`src/logic/edram_map_pkg.sv`:
```
package edram_map_pkg;

    // core port widths
    localparam int unsigned ADDR_WIDTH = 32;
    localparam int unsigned DATA_WIDTH = 32;
    localparam int unsigned BE_WIDTH   = DATA_WIDTH / 8;

    // bank population
    localparam int unsigned NB_BANKS       = 16;
    localparam int unsigned BANK_IDX_WIDTH = $clog2(NB_BANKS);

    // address map: sixteen equal banks placed back to back from the base
    localparam logic [ADDR_WIDTH-1:0] EDRAM_BASE = 32'h1000_0000;
    localparam logic [ADDR_WIDTH-1:0] BANK_SIZE  = 32'h0001_0000;

    // local word offset inside one bank
    localparam int unsigned BANK_OFFSET_WIDTH = $clog2(BANK_SIZE);

    typedef enum logic [BANK_IDX_WIDTH-1:0] {
        EDRAM_0,
        EDRAM_1,
        EDRAM_2,
        EDRAM_3,
        EDRAM_4,
        EDRAM_5,
        EDRAM_6,
        EDRAM_7,
        EDRAM_8,
        EDRAM_9,
        EDRAM_10,
        EDRAM_11,
        EDRAM_12,
        EDRAM_13,
        EDRAM_14,
        EDRAM_15
    } edram_bank_e;

    // first address of bank k, the range ends at the next bank's base
    function automatic logic [ADDR_WIDTH-1:0] bank_base(input int unsigned k);
        logic [ADDR_WIDTH-1:0] k_ext;
        k_ext = ADDR_WIDTH'(k);
        return EDRAM_BASE + k_ext * BANK_SIZE;
    endfunction

endpackage

```
`src/logic/edram_addr_decode.sv`:
```
`timescale 1ns/1ps

module edram_addr_decode
    import edram_map_pkg::*;
(
    input  logic [ADDR_WIDTH-1:0]        addr_i,
    output edram_bank_e                  bank_idx_o,
    output logic                         hit_o,
    output logic [BANK_OFFSET_WIDTH-1:0] offset_o
);

    // one match flag per bank range
    logic [NB_BANKS-1:0]   bank_match;
    // address relative to the selected bank base
    logic [ADDR_WIDTH-1:0] local_addr;

    // start inclusive, end exclusive
    for (genvar k = 0; k < NB_BANKS; k++) begin : gen_range
        assign bank_match[k] = (addr_i >= bank_base(k)) &&
                               (addr_i < bank_base(k) + BANK_SIZE);
    end

    // ranges are disjoint, so at most one flag is set
    always_comb begin
        bank_idx_o = EDRAM_0;
        hit_o      = 1'b0;
        for (int k = 0; k < NB_BANKS; k++) begin
            if (bank_match[k]) begin
                bank_idx_o = edram_bank_e'(BANK_IDX_WIDTH'(k));
                hit_o      = 1'b1;
            end
        end
    end

    // strip the bank base so each bank sees a zero based offset
    assign local_addr = addr_i - bank_base(bank_idx_o);

    // a miss has no meaningful offset
    assign offset_o = hit_o ? local_addr[BANK_OFFSET_WIDTH-1:0] : '0;

endmodule

```
`src/logic/edram_req_steer.sv`:
```
`timescale 1ns/1ps

module edram_req_steer
    import edram_map_pkg::*;
(
    input  logic                                        req_i,
    input  logic                                        we_i,
    input  logic [BE_WIDTH-1:0]                         be_i,
    input  logic [DATA_WIDTH-1:0]                       wdata_i,
    input  edram_bank_e                                 bank_idx_i,
    input  logic                                        hit_i,
    input  logic [BANK_OFFSET_WIDTH-1:0]                offset_i,
    output logic [NB_BANKS-1:0]                         bank_req_o,
    output logic [NB_BANKS-1:0]                         bank_we_o,
    output logic [NB_BANKS-1:0][BANK_OFFSET_WIDTH-1:0]  bank_addr_o,
    output logic [NB_BANKS-1:0][BE_WIDTH-1:0]           bank_be_o,
    output logic [NB_BANKS-1:0][DATA_WIDTH-1:0]         bank_wdata_o
);

    // one-hot bank select, all low on a miss or without a request
    logic [NB_BANKS-1:0] bank_sel;

    for (genvar k = 0; k < NB_BANKS; k++) begin : gen_bank
        assign bank_sel[k] = req_i && hit_i &&
                             (bank_idx_i == edram_bank_e'(BANK_IDX_WIDTH'(k)));

        assign bank_req_o[k] = bank_sel[k];
        assign bank_we_o[k]  = bank_sel[k] && we_i;

        // idle banks see all zeros
        assign bank_addr_o[k]  = bank_sel[k] ? offset_i : '0;
        // full byte-enable vector goes through unchanged
        assign bank_be_o[k]    = bank_sel[k] ? be_i : '0;
        assign bank_wdata_o[k] = bank_sel[k] ? wdata_i : '0;
    end

endmodule

```
`src/logic/edram_rdata_select.sv`:
```
`timescale 1ns/1ps

module edram_rdata_select
    import edram_map_pkg::*;
(
    input  logic                                clk_i,
    input  logic                                rst_n_i,
    input  logic                                req_i,
    input  logic                                we_i,
    input  logic                                hit_i,
    input  edram_bank_e                         bank_idx_i,
    input  logic [NB_BANKS-1:0][DATA_WIDTH-1:0] bank_rdata_i,
    output logic [DATA_WIDTH-1:0]               rdata_o
);

    // a read that lands in a bank
    logic        rd_issue;
    // bank whose data returns in the current cycle
    edram_bank_e rd_idx_q;
    logic        rd_valid_q;

    assign rd_issue = req_i && !we_i && hit_i;

    // valid flag for the returning read, one cycle behind the request
    always_ff @(posedge clk_i) begin
        if (!rst_n_i) begin
            rd_valid_q <= 1'b0;
        end else begin
            rd_valid_q <= rd_issue;
        end
    end

    // remember which bank was read, the live address may already point elsewhere
    always_ff @(posedge clk_i) begin
        if (rd_issue) begin
            rd_idx_q <= bank_idx_i;
        end
    end

    // writes, misses and idle cycles return zero
    assign rdata_o = rd_valid_q ? bank_rdata_i[rd_idx_q] : '0;

endmodule

```
`src/logic/cim_edram_demux.sv`:
```
`timescale 1ns/1ps

module cim_edram_demux
    import edram_map_pkg::*;
(
    input  logic                                        clk_i,
    input  logic                                        rst_n_i,

    // core memory port
    input  logic                                        core_req_i,
    input  logic                                        core_we_i,
    input  logic [ADDR_WIDTH-1:0]                       core_addr_i,
    input  logic [BE_WIDTH-1:0]                         core_be_i,
    input  logic [DATA_WIDTH-1:0]                       core_wdata_i,
    output logic [DATA_WIDTH-1:0]                       core_rdata_o,

    // eDRAM bank ports, indexed by bank number
    output logic [NB_BANKS-1:0]                         bank_req_o,
    output logic [NB_BANKS-1:0]                         bank_we_o,
    output logic [NB_BANKS-1:0][BANK_OFFSET_WIDTH-1:0]  bank_addr_o,
    output logic [NB_BANKS-1:0][BE_WIDTH-1:0]           bank_be_o,
    output logic [NB_BANKS-1:0][DATA_WIDTH-1:0]         bank_wdata_o,
    input  logic [NB_BANKS-1:0][DATA_WIDTH-1:0]         bank_rdata_i
);

    // decode results shared by the request and return paths
    edram_bank_e                  dec_bank_idx;
    logic                         dec_hit;
    logic [BANK_OFFSET_WIDTH-1:0] dec_offset;

    edram_addr_decode i_addr_decode (
        .addr_i     (core_addr_i),
        .bank_idx_o (dec_bank_idx),
        .hit_o      (dec_hit),
        .offset_o   (dec_offset)
    );

    // request path is purely combinational
    edram_req_steer i_req_steer (
        .req_i        (core_req_i),
        .we_i         (core_we_i),
        .be_i         (core_be_i),
        .wdata_i      (core_wdata_i),
        .bank_idx_i   (dec_bank_idx),
        .hit_i        (dec_hit),
        .offset_i     (dec_offset),
        .bank_req_o   (bank_req_o),
        .bank_we_o    (bank_we_o),
        .bank_addr_o  (bank_addr_o),
        .bank_be_o    (bank_be_o),
        .bank_wdata_o (bank_wdata_o)
    );

    // read data follows the request by one cycle
    edram_rdata_select i_rdata_select (
        .clk_i        (clk_i),
        .rst_n_i      (rst_n_i),
        .req_i        (core_req_i),
        .we_i         (core_we_i),
        .hit_i        (dec_hit),
        .bank_idx_i   (dec_bank_idx),
        .bank_rdata_i (bank_rdata_i),
        .rdata_o      (core_rdata_o)
    );

endmodule

```
`config.mk`:
```
export PLATFORM = sky130hd
export DESIGN_NAME = cim_edram_demux
export DESIGN_NICKNAME = d
export VERILOG_FILES = /design/src/logic/edram_map_pkg.sv /design/src/logic/edram_addr_decode.sv /design/src/logic/edram_req_steer.sv /design/src/logic/edram_rdata_select.sv /design/src/logic/cim_edram_demux.sv
export SDC_FILE = /design/constraint.sdc
export NUM_CORES = 1
export LEC_CHECK = 0
export BUFFER_PORTS_ARGS = -buffer_cell sky130_fd_sc_hd__buf_2
export CAP_MARGIN = 40
export CORE_AREA = 3 3 575 577
export DETAILED_ROUTE_END_ITERATION = 12
export DIE_AREA = 0 0 578 580
export PLACE_DENSITY = 0.3
export SLEW_MARGIN = 10
export SYNTH_ARGS = -nofsm -noshare
export SYNTH_HDL_FRONTEND = slang
export SYNTH_SLANG_ARGS = --single-unit
```
`constraint.sdc`:
```
create_clock -name clk_i -period 2.1 [get_ports clk_i]
set_input_delay 0.21 -clock clk_i [delete_from_list [all_inputs] [get_ports clk_i]]
set_output_delay 0.21 -clock clk_i [all_outputs]
set_load 0.05 [all_outputs]
```
# Word level (Yosys, flattened, before mapping)
# Cells that the tools add are included.
dict set report word_totals {
  elab_cells 188
  register_bits 5
  input_bits 584
  out_inout_bits 896
}
dict set report op_classes {
  reduce_logical 53
  n_eq_ne 15
  muxes 83
  addsub 2
  magnitude_cmp 33
}
# cell n
set ops {}
lappend ops {{32-bit 2-to-1 mux} 18}
lappend ops {{32-bit by 29-bit >= comparator with 1-bit output, second input constant} 16}
lappend ops {{32-bit by 29-bit less-than comparator with 1-bit output, second input constant} 16}
lappend ops {{16-bit 2-to-1 mux} 17}
lappend ops {{32-bit binary-select mux with 4-bit select} 1}
lappend ops {{4-bit 2-to-1 mux} 24}
lappend ops {{1-bit logical AND} 51}
lappend ops {{4-bit equality test, second input constant} 8}
lappend ops {{1-bit 2-to-1 mux} 17}
lappend ops {{4-bit by 3-bit equality test with 1-bit output, second input constant} 4}
lappend ops {{16-bit subtractor} 1}
lappend ops {{3-bit 2-to-1 mux} 4}
lappend ops {{4-bit by 2-bit equality test with 1-bit output, second input constant} 2}
lappend ops {{4-bit by 5-bit less-than comparator with 1-bit output, second input constant} 1}
lappend ops {{4-bit by 1-bit equality test with 1-bit output, second input constant} 1}
lappend ops {{4-bit zero test} 1}
lappend ops {{2-bit 2-to-1 mux} 2}
lappend ops {{1-bit by 1-bit adder with 2-bit output, both inputs constant} 1}
lappend ops {{1-bit zero test} 1}

# Logic depth before layout (Yosys ltp)
# Gate-level depths: netlist of the first run.
dict set report depth {
  depth_word 21
  depth_mapped 7
  ltp_nobuf 4
}

# Hierarchy
# A second synthesis of the first run with hierarchy kept.
dict set report hier_totals {
  hier_cells 1832
  hier_area_um2 10984.3
}
# mod area_each_um2 seq_area_each_um2 instances cells_each
set modules_own_cells {}
lappend modules_own_cells {edram_req_steer 5688.0 0.0 1 1226}
lappend modules_own_cells {edram_rdata_select 4740.8 140.1 1 550}
lappend modules_own_cells {edram_addr_decode 555.5 0.0 1 56}

# Least setup slack after synthesis of the first run
# No wires, ideal clock.
dict set report synth_timing {
  path_kind {reg-to-output}
  startpoint {reg i_rdata_select.rd_idx_q[0]}
  endpoint {out core_rdata_o[10]}
  required_time_ns 1.890
  t_arrival_ns 2.645
  path_stages_with_launch 8
  n_path_buf 4
  setup_slack_ns -0.755
  path_cell_list {edfxtp_1 clkbuf_1 buf_2 buf_2 nand2_1 clkbuf_1 o22ai_1 o31ai_1}
}
dict set report synth_via {
  elab_chain_cells 3
}
# element line
set synth_rtl {}
lappend synth_rtl {{from (decl)} edram_rdata_select.sv:19} ;# edram_bank_e rd_idx_q;
lappend synth_rtl {{from (signal assigned)} edram_rdata_select.sv:36} ;# rd_idx_q <= bank_idx_i;
lappend synth_rtl {{32-bit binary-select mux with 4-bit select} edram_rdata_select.sv:41} ;# assign rdata_o = rd_valid_q ? bank_rdata_i[rd_idx_q] : '0;
lappend synth_rtl {{32-bit 2-to-1 mux (not written as such)} edram_rdata_select.sv:41}
lappend synth_rtl {{32-bit 2-to-1 mux} edram_rdata_select.sv:41}
lappend synth_rtl {{to (decl)} cim_edram_demux.sv:15} ;# output logic [DATA_WIDTH-1:0] core_rdata_o,
# Every way passes these cells. The select of a mux whose other input is x is not followed.

# Worst setup path after layout of the first run
dict set report layout_timing {
  startpoint {reg i_rdata_select.rd_idx_q[0]}
  endpoint {out core_rdata_o[22]}
}
# The elaborated chain is that of the path after synthesis.

==> results.py, run 1 <==
metrics = {
    "placement": {
        "dp_hpwl_um": 177300,
        "dpl.cell_count": 7474,
        "pre_cts_ws_ns": -0.7308,
        "port_buffers": 1479,
        "routabilityCongestion": 0.8362,
    },
    "setup_path": {
        "path_buf_inv": 7,
        "crit_family": "buffers and inverters",
        "cp_slowest_stage_delay_ns": 0.43,
        "crit_fanout": 6,
        "end_kind": "output port",
        "cp.required_ns": 1.89,
        "crit_chain": "buf_12, buf_16, buf_12, buf_8, buf_6, mux4_2, a22oi_2, buf_4, o31ai_4, buf_8",
        "criticalPathCategory": "register to output port",
        "arrival_ns": 2.41,
        "critPathSlowestCell": "mux4_2",
        "start_kind": "register",
    },
    "clock_tree": {
        "cts_tree": "done",
        "htreeDepth": 1,
        "cts_buffers": 3,
        "clkTransAtPathRegs_ns": 0.05,
        "root_buffer": "clkbuf_16",
        "cts_sinks": 5,
        "clk_path_buf_depth": 2,
    },
    "power_and_ir_drop": {
        "p_comb_share_pct": 82.2,
        "swShare_pct": 54.48,
        "p_int_mw": 1.232,
        "switching_power_mw": 1.475,
        "power_density_nw_per_um2": 67.04,
        "clock_power_share_pct": 13.9,
        "p_seq_share_pct": 3.9,
        "leakagePower_nw": 16.72,
        "worst_ir_drop_vdd_mv": 0.1991,
    },
    "floorplan": {
        "die_area_um2": 335200,
        "core_area_um2": 326600,
        "std_cell_rows": 210,
        "fp.dieH_um": 580,
        "pin_count": 1480,
        "floorplan.initialDensity_pct": 3.183,
        "die_w_um": 578,
    },
    "global_routing": {
        "grt_pass1_vias": 22126,
        "grt.total_usage_pct": 12.66,
        "overflow": 0,
        "grt_pass1_wl_um": 271000,
        "grt_antenna_before_repair": 132,
        "grt_max_degree": 76,
    },
    "drt": {
        "antenna_left": 0,
        "wl_um": 236600,
        "drt_iter0_markers": 1277,
        "drc": 0,
        "num_vias": 22211,
        "wire_per_inst_um": 30.64,
        "via_per_inst": 2.876,
        "drtPass1Iterations": 5,
    },
    "synth": {
        "synth_area_per_cell_um2": 6.750,
        "async_reset_ff_share_pct": 0,
        "ys_warn_count": 0,
        "ys_types": 37,
        "synth_area_um2": 10390,
        "synth-edff-count": 4,
        "syn_inst": 1540,
        "synth_ff_type": "edfxtp_1",
        "synth_seq_area_share_pct": 1.348,
        "synth-seq-cells": 5,
        "syn-num-nets": 2124,
    },
    "final_layout": {
        "mostFrequentLayoutCells": "buf_2 (868), buf_12 (376), buf_4 (275)",
        "layout.cells.non_filler": 7722,
        "area_growth_pct": 288.5,
        "final_common_cell": "buf_2",
        "nets": 3909,
        "drive_gt1_share_pct": 87.64,
    },
    "timing": {
        "period_needed_ns": 2.618,
        "final-setup-viol-count": 901,
        "rsz0062_at_grt": "yes",
        "slew-limit-headroom_pct": 43.60,
        "hold_viol": 0,
        "fin_ws_ns": -0.5180,
        "worst_pin_slew_ns": 0.8461,
        "fin_crit_sh_pct": 124.7,
        "fmax_mhz": 382.0,
        "drv_slew": 0,
    },
    "outcome": {
        "status": "finished, violations left",
        "violations": "negative setup slack",
    },
    "min_path": {
        "hp-class": "input pin to register",
    },
    "run": {
        "drv_cap": 0,
    },
}
-- flip-flops by register name, summed over array words and instances, names as in the netlist --
name / flops
i_rdata_select.rd_idx_q: 4
i_rdata_select.rd_valid_q: 1
-- cell usage after synthesis (3+ instances only) --
cell type / n / area (µm²)
a22oi_1: 32 / 240.2
and2_1: 168 / 1051
and3_1: 418 / 2615
and4_1: 3 / 26.28
buf_1: 8 / 30.03
buf_2: 29 / 145.1
buf_4: 3 / 22.52
buf_6: 10 / 112.6
clkbuf_1: 174 / 653.1
clkbuf_2: 15 / 75.07
edfxtp_1: 4 / 120.1
mux2_2: 128 / 1441
mux4_2: 64 / 1441
nand2_1: 4 / 15.01
nand2b_1: 5 / 31.28
nand3_1: 57 / 285.3
nand3b_1: 16 / 120.1
nor2_1: 284 / 1066
nor3_4: 4 / 65.06
o22ai_1: 64 / 400.4
o31ai_1: 32 / 240.2
-- path summary, 6_finish.rpt --
kind	startpoint	endpoint	depth (start not counted)
worst max-delay path	i_rdata_select.rd_idx_q[0]	core_rdata_o[22]	10
worst min-delay path	rst_n_i	i_rdata_select.rd_valid_q	2
-- power by group through the flow --
stage,clock [mW],sequential [mW],combinational [mW]
after floorplan,0,0.108,0.459
after global placement,0,0.108,2.00
after detailed placement,0,0.108,1.99
after CTS,0.439,0.106,2.18
after global routing,0.422,0.106,2.30
final,0.377,0.106,2.22
-- timing repair --
| item | CTS | global route |
|---|---|---|
| setup endpoints to repair | 901 | 901 |
| gates resized for setup | 644 | 1143 |
| pin swaps | 39 | 72 |
| hold buffers | 0 | 0 |
| setup buffers | 71 | 64 |
| cloned | 43 | 42 |
-- per-stage QoR --
step / hold slack (ns) / TNS (ns) / cell area, µm² / power, mW / util, %
3_5_place_dp: 0.4341 / -341.12 / 31180 / 2.102 / 9.548
6_report: 0.1609 / -248.92 / 40380 / 2.707 / 12.36
3_3_place_gp: 0.4250 / -342.67 / 31180 / 2.103 / 9.548
5_1_grt: 0.1605 / -309.24 / 40340 / 2.830 / 12.35
4_1_cts: 0.1334 / -261.92 / 35670 / 2.724 / 10.92
2_1_floorplan: 0.3317 / -23.53 / 11980 / 0.5663 / -
-- cell type report --
cell class	instances	area, µm²
clock buffer	4	78.83
antenna	52	130.1
fill	37248	286200
inverter	1	3.754
multi-input combinational	1295	12800
timing repair buffer	2019	21790
sequential	5	140.1
tap	4346	5438
-- cell families after synthesis --
kind of cell	after synthesis	synth area share [%]
and+or+nand+nor	972	52.13
DFF	5	1.348
muxes	192	27.73
AOI/OAI and AO/OA	131	8.763
buffers and inverters	240	10.03
-- routing by layer --
metal  track usage, %  vias to the layer above  share of wire, %
met3            2.900                      387               7.9
met1            14.56                    10964                38
met5                0                        -             0.080
met2            22.84                     1617                50
met4            4.130                       26               4.2
li1                 -                     9217                 -
No activity file was read; power rests on OpenSTA's default activity.
==> run 2: changes to the inputs <==
--- a/config.mk
+++ b/config.mk
@@ -12,4 +12,5 @@
 export DIE_AREA = 0 0 578 580
 export PLACE_DENSITY = 0.3
+export RECOVER_POWER = 50
 export SLEW_MARGIN = 10
 export SYNTH_ARGS = -nofsm -noshare
==> constraint.sdc (replaced) <==
create_clock -name clk_i -period 2.1 [get_ports clk_i]
set_input_delay 0.315 -clock clk_i [delete_from_list [all_inputs] [get_ports clk_i]]
set_output_delay 0.315 -clock clk_i [all_outputs]
set_load 0.05 [all_outputs]
==> run 2 against run 1 <==
Against the previous run:
- the flow still finishes with violations (negative setup slack)
- die area unchanged
- first-iteration DRC count down 17%
- via count fell by 6.6%
- fmax down 14%
- combinational power shrank 7%
- count of clock-buffer cells in the layout unchanged
==> results.py, run 2 (same netlist as run 1, synthesis figures left out) <==
metrics = {
    "outcome": {
        "status": "finished, violations left",
        "violations": "negative setup slack",
    },
    "setup_path": {
        "critPathSlowestCell": "nor4_4",
        "crit_family": "buffers and inverters",
        "criticalPathCategory": "input pin to output port",
        "end_kind": "output port",
        "crit_chain": "buf_6, nor4_4, buf_12, nand4_4, buf_12, nor3_4, buf_4, buf_16, buf_12, and3_4, buf_2",
        "start_kind": "input pin",
        "crit_fanout": 9,
        "arrival_ns": 2.72,
        "cp.required_ns": 1.78,
        "cp_slowest_stage_delay_ns": 0.55,
        "path_buf_inv": 7,
        "crit_top_cell": "buf_12",
    },
    "final_layout": {
        "mostFrequentLayoutCells": "buf_2 (1065), buf_4 (313), buf_12 (304)",
        "final_common_cell": "buf_2",
        "largest_reg_flops": 4,
        "reg_top3": "i_rdata_select.rd_idx_q x4, i_rdata_select.rd_valid_q x1",
        "stdcell_area_um2": 34480,
        "drive_gt1_share_pct": 90.13,
        "final_util_pct": 10.56,
        "area_growth_pct": 231.7,
        "nets": 3776,
        "num-fill-cells": 37817,
        "regMostFlops": "i_rdata_select.rd_idx_q",
    },
    "drt": {
        "wire_per_inst_um": 26.59,
        "antenna_left": 0,
        "drt_iter0_markers": 1058,
        "drtPass1Iterations": 5,
        "drc": 0,
        "wl_um": 201600,
        "num_vias": 20740,
        "via_per_inst": 2.735,
    },
    "power_and_ir_drop": {
        "worst_ir_drop_vdd_mv": 0.1766,
        "power_density_nw_per_um2": 71.67,
        "leakagePower_nw": 14.79,
    },
    "timing": {
        "fin_crit_sh_pct": 144.3,
        "fmax_mhz": 330.0,
        "hold_slack_ns": 0.3201,
        "tns_ns": -677.01,
        "period_needed_ns": 3.030,
        "final-setup-viol-count": 897,
        "rsz0062_at_grt": "yes",
        "drv_slew": 0,
        "hold_viol": 0,
        "slew-limit-headroom_pct": 52.67,
        "worst_pin_slew_ns": 0.7085,
        "fin_ws_ns": -0.9300,
    },
    "min_path": {
        "hp-class": "input pin to register",
    },
    "clock_tree": {
        "clk_path_buf_depth": 2,
        "clkTransAtPathRegs_ns": 0.03,
        "root_buffer": "clkbuf_16",
        "htreeDepth": 1,
        "cts_sinks": 5,
        "cts_tree": "done",
        "cts_hold_buf": 0,
        "cts_buffers": 3,
    },
    "placement": {
        "routabilityCongestion": 0.8356,
        "dp_hpwl_um": 171700,
        "port_buffers": 1479,
        "placed_cell_area_um2": 31990,
        "pre_cts_ws_ns": -1.366,
    },
    "global_routing": {
        "overflow": 0,
        "grt.total_usage_pct": 11.07,
        "grt_pass1_vias": 21153,
        "grt_max_degree": 67,
        "grt_pass1_wl_um": 241400,
        "grt_antenna_before_repair": 130,
    },
    "floorplan": {
        "std_cell_rows": 210,
        "core_area_um2": 326600,
        "floorplan.initialDensity_pct": 3.183,
        "pin_count": 1480,
        "fp.dieH_um": 580,
        "die_w_um": 578,
        "die_area_um2": 335200,
    },
    "run": {
        "drv_cap": 0,
    },
}
[run 2: routing by layer]
metal	up-vias	routed length [µm]	global-route usage (%)
met4	68	9432	3.942
li1	8886	-	-
met2	1388	104300	20.91
met3	363	13770	2.618
met5	-	506	0
met1	10035	73670	11.81
[run 2: path summary, 6_finish.rpt]
| check | from | endpoint | slack [ns] | cells past startpoint |
|---|---|---|---|---|
| setup / recovery | core_addr_i[21] | bank_wdata_o[455] | -0.93 | 11 |
| hold / removal | rst_n_i | i_rdata_select.rd_valid_q | 0.32 | 2 |
[run 2: what timing repair did]
| action | in CTS | in global routing |
|---|---|---|
| buffers inserted | 9 | 11 |
| pin swaps | 8 | 2 |
| resized for setup | 317 | 287 |
| endpoints found under the setup margin | 897 | 897 |
| gates cloned | 3 | 10 |
| endpoints found under the hold margin | 0 | 0 |
[run 2: layout make-up]
class	count	area [µm²]	share of cell area, %
multi-input combinational	1295	12450	36.10
sequential	5	140.1	0.4065
clock buffer	4	78.83	0.2286
inverter	1	3.754	0.01089
tap	4346	5438	15.77
timing repair buffer	1886	16260	47.16
antenna	45	112.6	0.3266
[run 2: metrics by stage]
step	total power, mW	std cells
2_1_floorplan	0.6061	1540
3_3_place_gp	2.174	7502
3_5_place_dp	2.182	7502
4_1_cts	2.523	7516
5_1_grt	2.597	7570
6_report	2.471	7582
[run 2: power breakdown]
part | switching [mW] | leakage [nW] | internal [mW]
registers | 0.00000598 | 0.0356 | 0.106
logic | 1.22 | 14.7 | 0.840
clock network | 0.0558 | 0.0384 | 0.251
total | 1.27 | 14.8 | 1.20
==> run 3: changes to the inputs <==
- CTS_BUF_LIST: default -> sky130_fd_sc_hd__clkbuf_4 sky130_fd_sc_hd__clkbuf_8
==> run 3 against run 2 <==
Against the previous run:
- the flow still finishes with violations (negative setup slack)
- routed wire length grew 0.13%
- via count grew 0.29%
- core utilization is essentially flat
- design area is essentially flat
==> results.py, run 3 (same netlist as run 1, synthesis figures left out) <==
metrics = {
    "setup_path": {
        "cp.required_ns": 1.78,
        "crit_family": "buffers and inverters",
        "criticalPathCategory": "input pin to output port",
        "crit_chain": "buf_6, nor4_4, buf_12, nand4_4, buf_12, nor3_4, buf_4, buf_16, buf_12, and3_4, buf_2",
        "arrival_ns": 2.72,
        "start_kind": "input pin",
        "path_buf_inv": 7,
        "critPathSlowestCell": "nor4_4",
        "crit_fanout": 9,
        "end_kind": "output port",
        "crit_top_cell": "buf_12",
        "cp_slowest_stage_delay_ns": 0.56,
    },
    "floorplan": {
        "std_cell_rows": 210,
        "core_area_um2": 326600,
        "fp.dieH_um": 580,
        "die_w_um": 578,
        "die_area_um2": 335200,
        "floorplan.initialDensity_pct": 3.183,
        "pin_count": 1480,
    },
    "clock_tree": {
        "root_buffer": "clkbuf_8",
        "htreeDepth": 1,
        "clkTransAtPathRegs_ns": 0.03,
        "cts_buffers": 3,
        "clk_path_buf_depth": 2,
        "cts_sinks": 5,
        "cts_hold_buf": 0,
        "cts_tree": "done",
    },
    "placement": {
        "placed_cell_area_um2": 31990,
        "routabilityCongestion": 0.8356,
        "dpl.cell_count": 7502,
        "port_buffers": 1479,
        "dp_hpwl_um": 171700,
    },
    "min_path": {
        "whs_path_depth": 2,
        "hp-start": "rst_n_i",
        "hold_path_end": "i_rdata_select.rd_valid_q",
        "hp-class": "input pin to register",
    },
    "power_and_ir_drop": {
        "power_density_nw_per_um2": 68.43,
        "clock_power_share_pct": 8.0,
        "worst_ir_drop_vdd_mv": 0.1142,
        "p_seq_share_pct": 4.5,
        "p_comb_share_pct": 87.5,
        "leakagePower_nw": 14.78,
        "swShare_pct": 53.81,
        "switching_power_mw": 1.268,
        "p_int_mw": 1.089,
    },
    "timing": {
        "fin_ws_ns": -0.9399,
        "hold_viol": 0,
        "rsz0062_at_grt": "yes",
        "period_needed_ns": 3.040,
        "worst_pin_slew_ns": 0.7083,
        "fmax_mhz": 329.0,
        "drv_slew": 0,
        "final-setup-viol-count": 897,
        "slew-limit-headroom_pct": 52.68,
        "fin_crit_sh_pct": 144.8,
    },
    "final_layout": {
        "regMostFlops": "i_rdata_select.rd_idx_q",
        "reg_top3": "i_rdata_select.rd_idx_q x4, i_rdata_select.rd_valid_q x1",
        "layout.cells.non_filler": 7583,
        "nets": 3776,
        "mostFrequentLayoutCells": "buf_2 (1065), buf_4 (313), buf_12 (304)",
        "area_growth_pct": 231.4,
        "num-fill-cells": 37819,
        "drive_gt1_share_pct": 90.16,
        "final_common_cell": "buf_2",
        "largest_reg_flops": 4,
        "stdcell_area_um2": 34450,
    },
    "global_routing": {
        "grt_antenna_before_repair": 130,
        "overflow": 0,
        "grt_pass1_wl_um": 241400,
        "grt.total_usage_pct": 11.07,
        "grt_max_degree": 67,
        "grt_pass1_vias": 21151,
    },
    "drt": {
        "drtPass1Iterations": 7,
        "num_vias": 20801,
        "antenna_left": 0,
        "drc": 0,
        "via_per_inst": 2.743,
        "wl_um": 201900,
        "wire_per_inst_um": 26.63,
        "drt_iter0_markers": 1051,
    },
    "outcome": {
        "status": "finished, violations left",
        "violations": "negative setup slack",
    },
    "run": {
        "drv_cap": 0,
    },
}
[run 3: changes by cell type in the layout (fill, tap and decap cells not counted), sizes merged]
cell	delta
diode	+1
[run 3: worst max-delay path by stage]
stage	from	end	slack, ns	cells after the start
global placement	core_addr_i[22]	bank_wdata_o[244]	-1.41	10
detailed placement	core_addr_i[22]	bank_wdata_o[244]	-1.37	10
finish	core_addr_i[21]	bank_wdata_o[455]	-0.94	11
CTS	core_addr_i[21]	bank_wdata_o[242]	-1.0	12
global route	core_addr_i[21]	bank_addr_o[37]	-1.06	12
floorplan	core_addr_i[22]	bank_addr_o[106]	-0.39	6
[run 3: through the flow]
stage / setup TNS, ns / power (mW) / worst slack (ns) / util (%) / hold slack [ns]
after floorplan: -94.52 / 0.6061 / -0.3850 / - / 0.4367
after global placement: -809.00 / 2.174 / -1.414 / 9.794 / 0.5474
after detailed placement: -778.03 / 2.182 / -1.366 / 9.794 / 0.5545
after CTS: -756.89 / 2.405 / -0.9971 / 10.18 / 0.3192
after global routing: -806.60 / 2.478 / -1.062 / 10.54 / 0.3246
final: -684.65 / 2.357 / -0.9399 / 10.55 / 0.3238
[run 3: final cells by class]
type / instances / area (µm²) / share of cell area [%]
antenna: 46 / 115.1 / 0.3341
clock buffer: 4 / 48.80 / 0.1416
inverter: 1 / 3.754 / 0.01090
multi-input combinational: 1295 / 12450 / 36.13
sequential: 5 / 140.1 / 0.4068
tap: 4346 / 5438 / 15.78
timing repair buffer: 1886 / 16260 / 47.19
[run 3: timing repair]
| action | in CTS | in global routing |
|---|---|---|
| pin swaps | 8 | 2 |
| gates cloned | 3 | 10 |
| setup endpoints to repair | 897 | 897 |
| setup buffers | 9 | 11 |
| resized for setup | 317 | 287 |
[run 3: power by group through the flow]
| stage | clock (mW) | sequential [mW] | combinational, mW |
|---|---|---|---|
| 2_1_floorplan | 0 | 0.108 | 0.499 |
| 3_3_place_gp | 0 | 0.108 | 2.07 |
| 3_5_place_dp | 0 | 0.108 | 2.07 |
| 4_1_cts | 0.196 | 0.106 | 2.10 |
| 5_1_grt | 0.203 | 0.106 | 2.17 |
| 6_report | 0.188 | 0.106 | 2.06 |
[run 3: routing by layer]
layer	up-vias	routed length, µm	global-route usage, %
li1	8894	-	-
met1	10065	73790	11.81
met2	1402	104200	20.91
met3	372	13860	2.618
met4	68	9556	3.971
met5	-	506	0
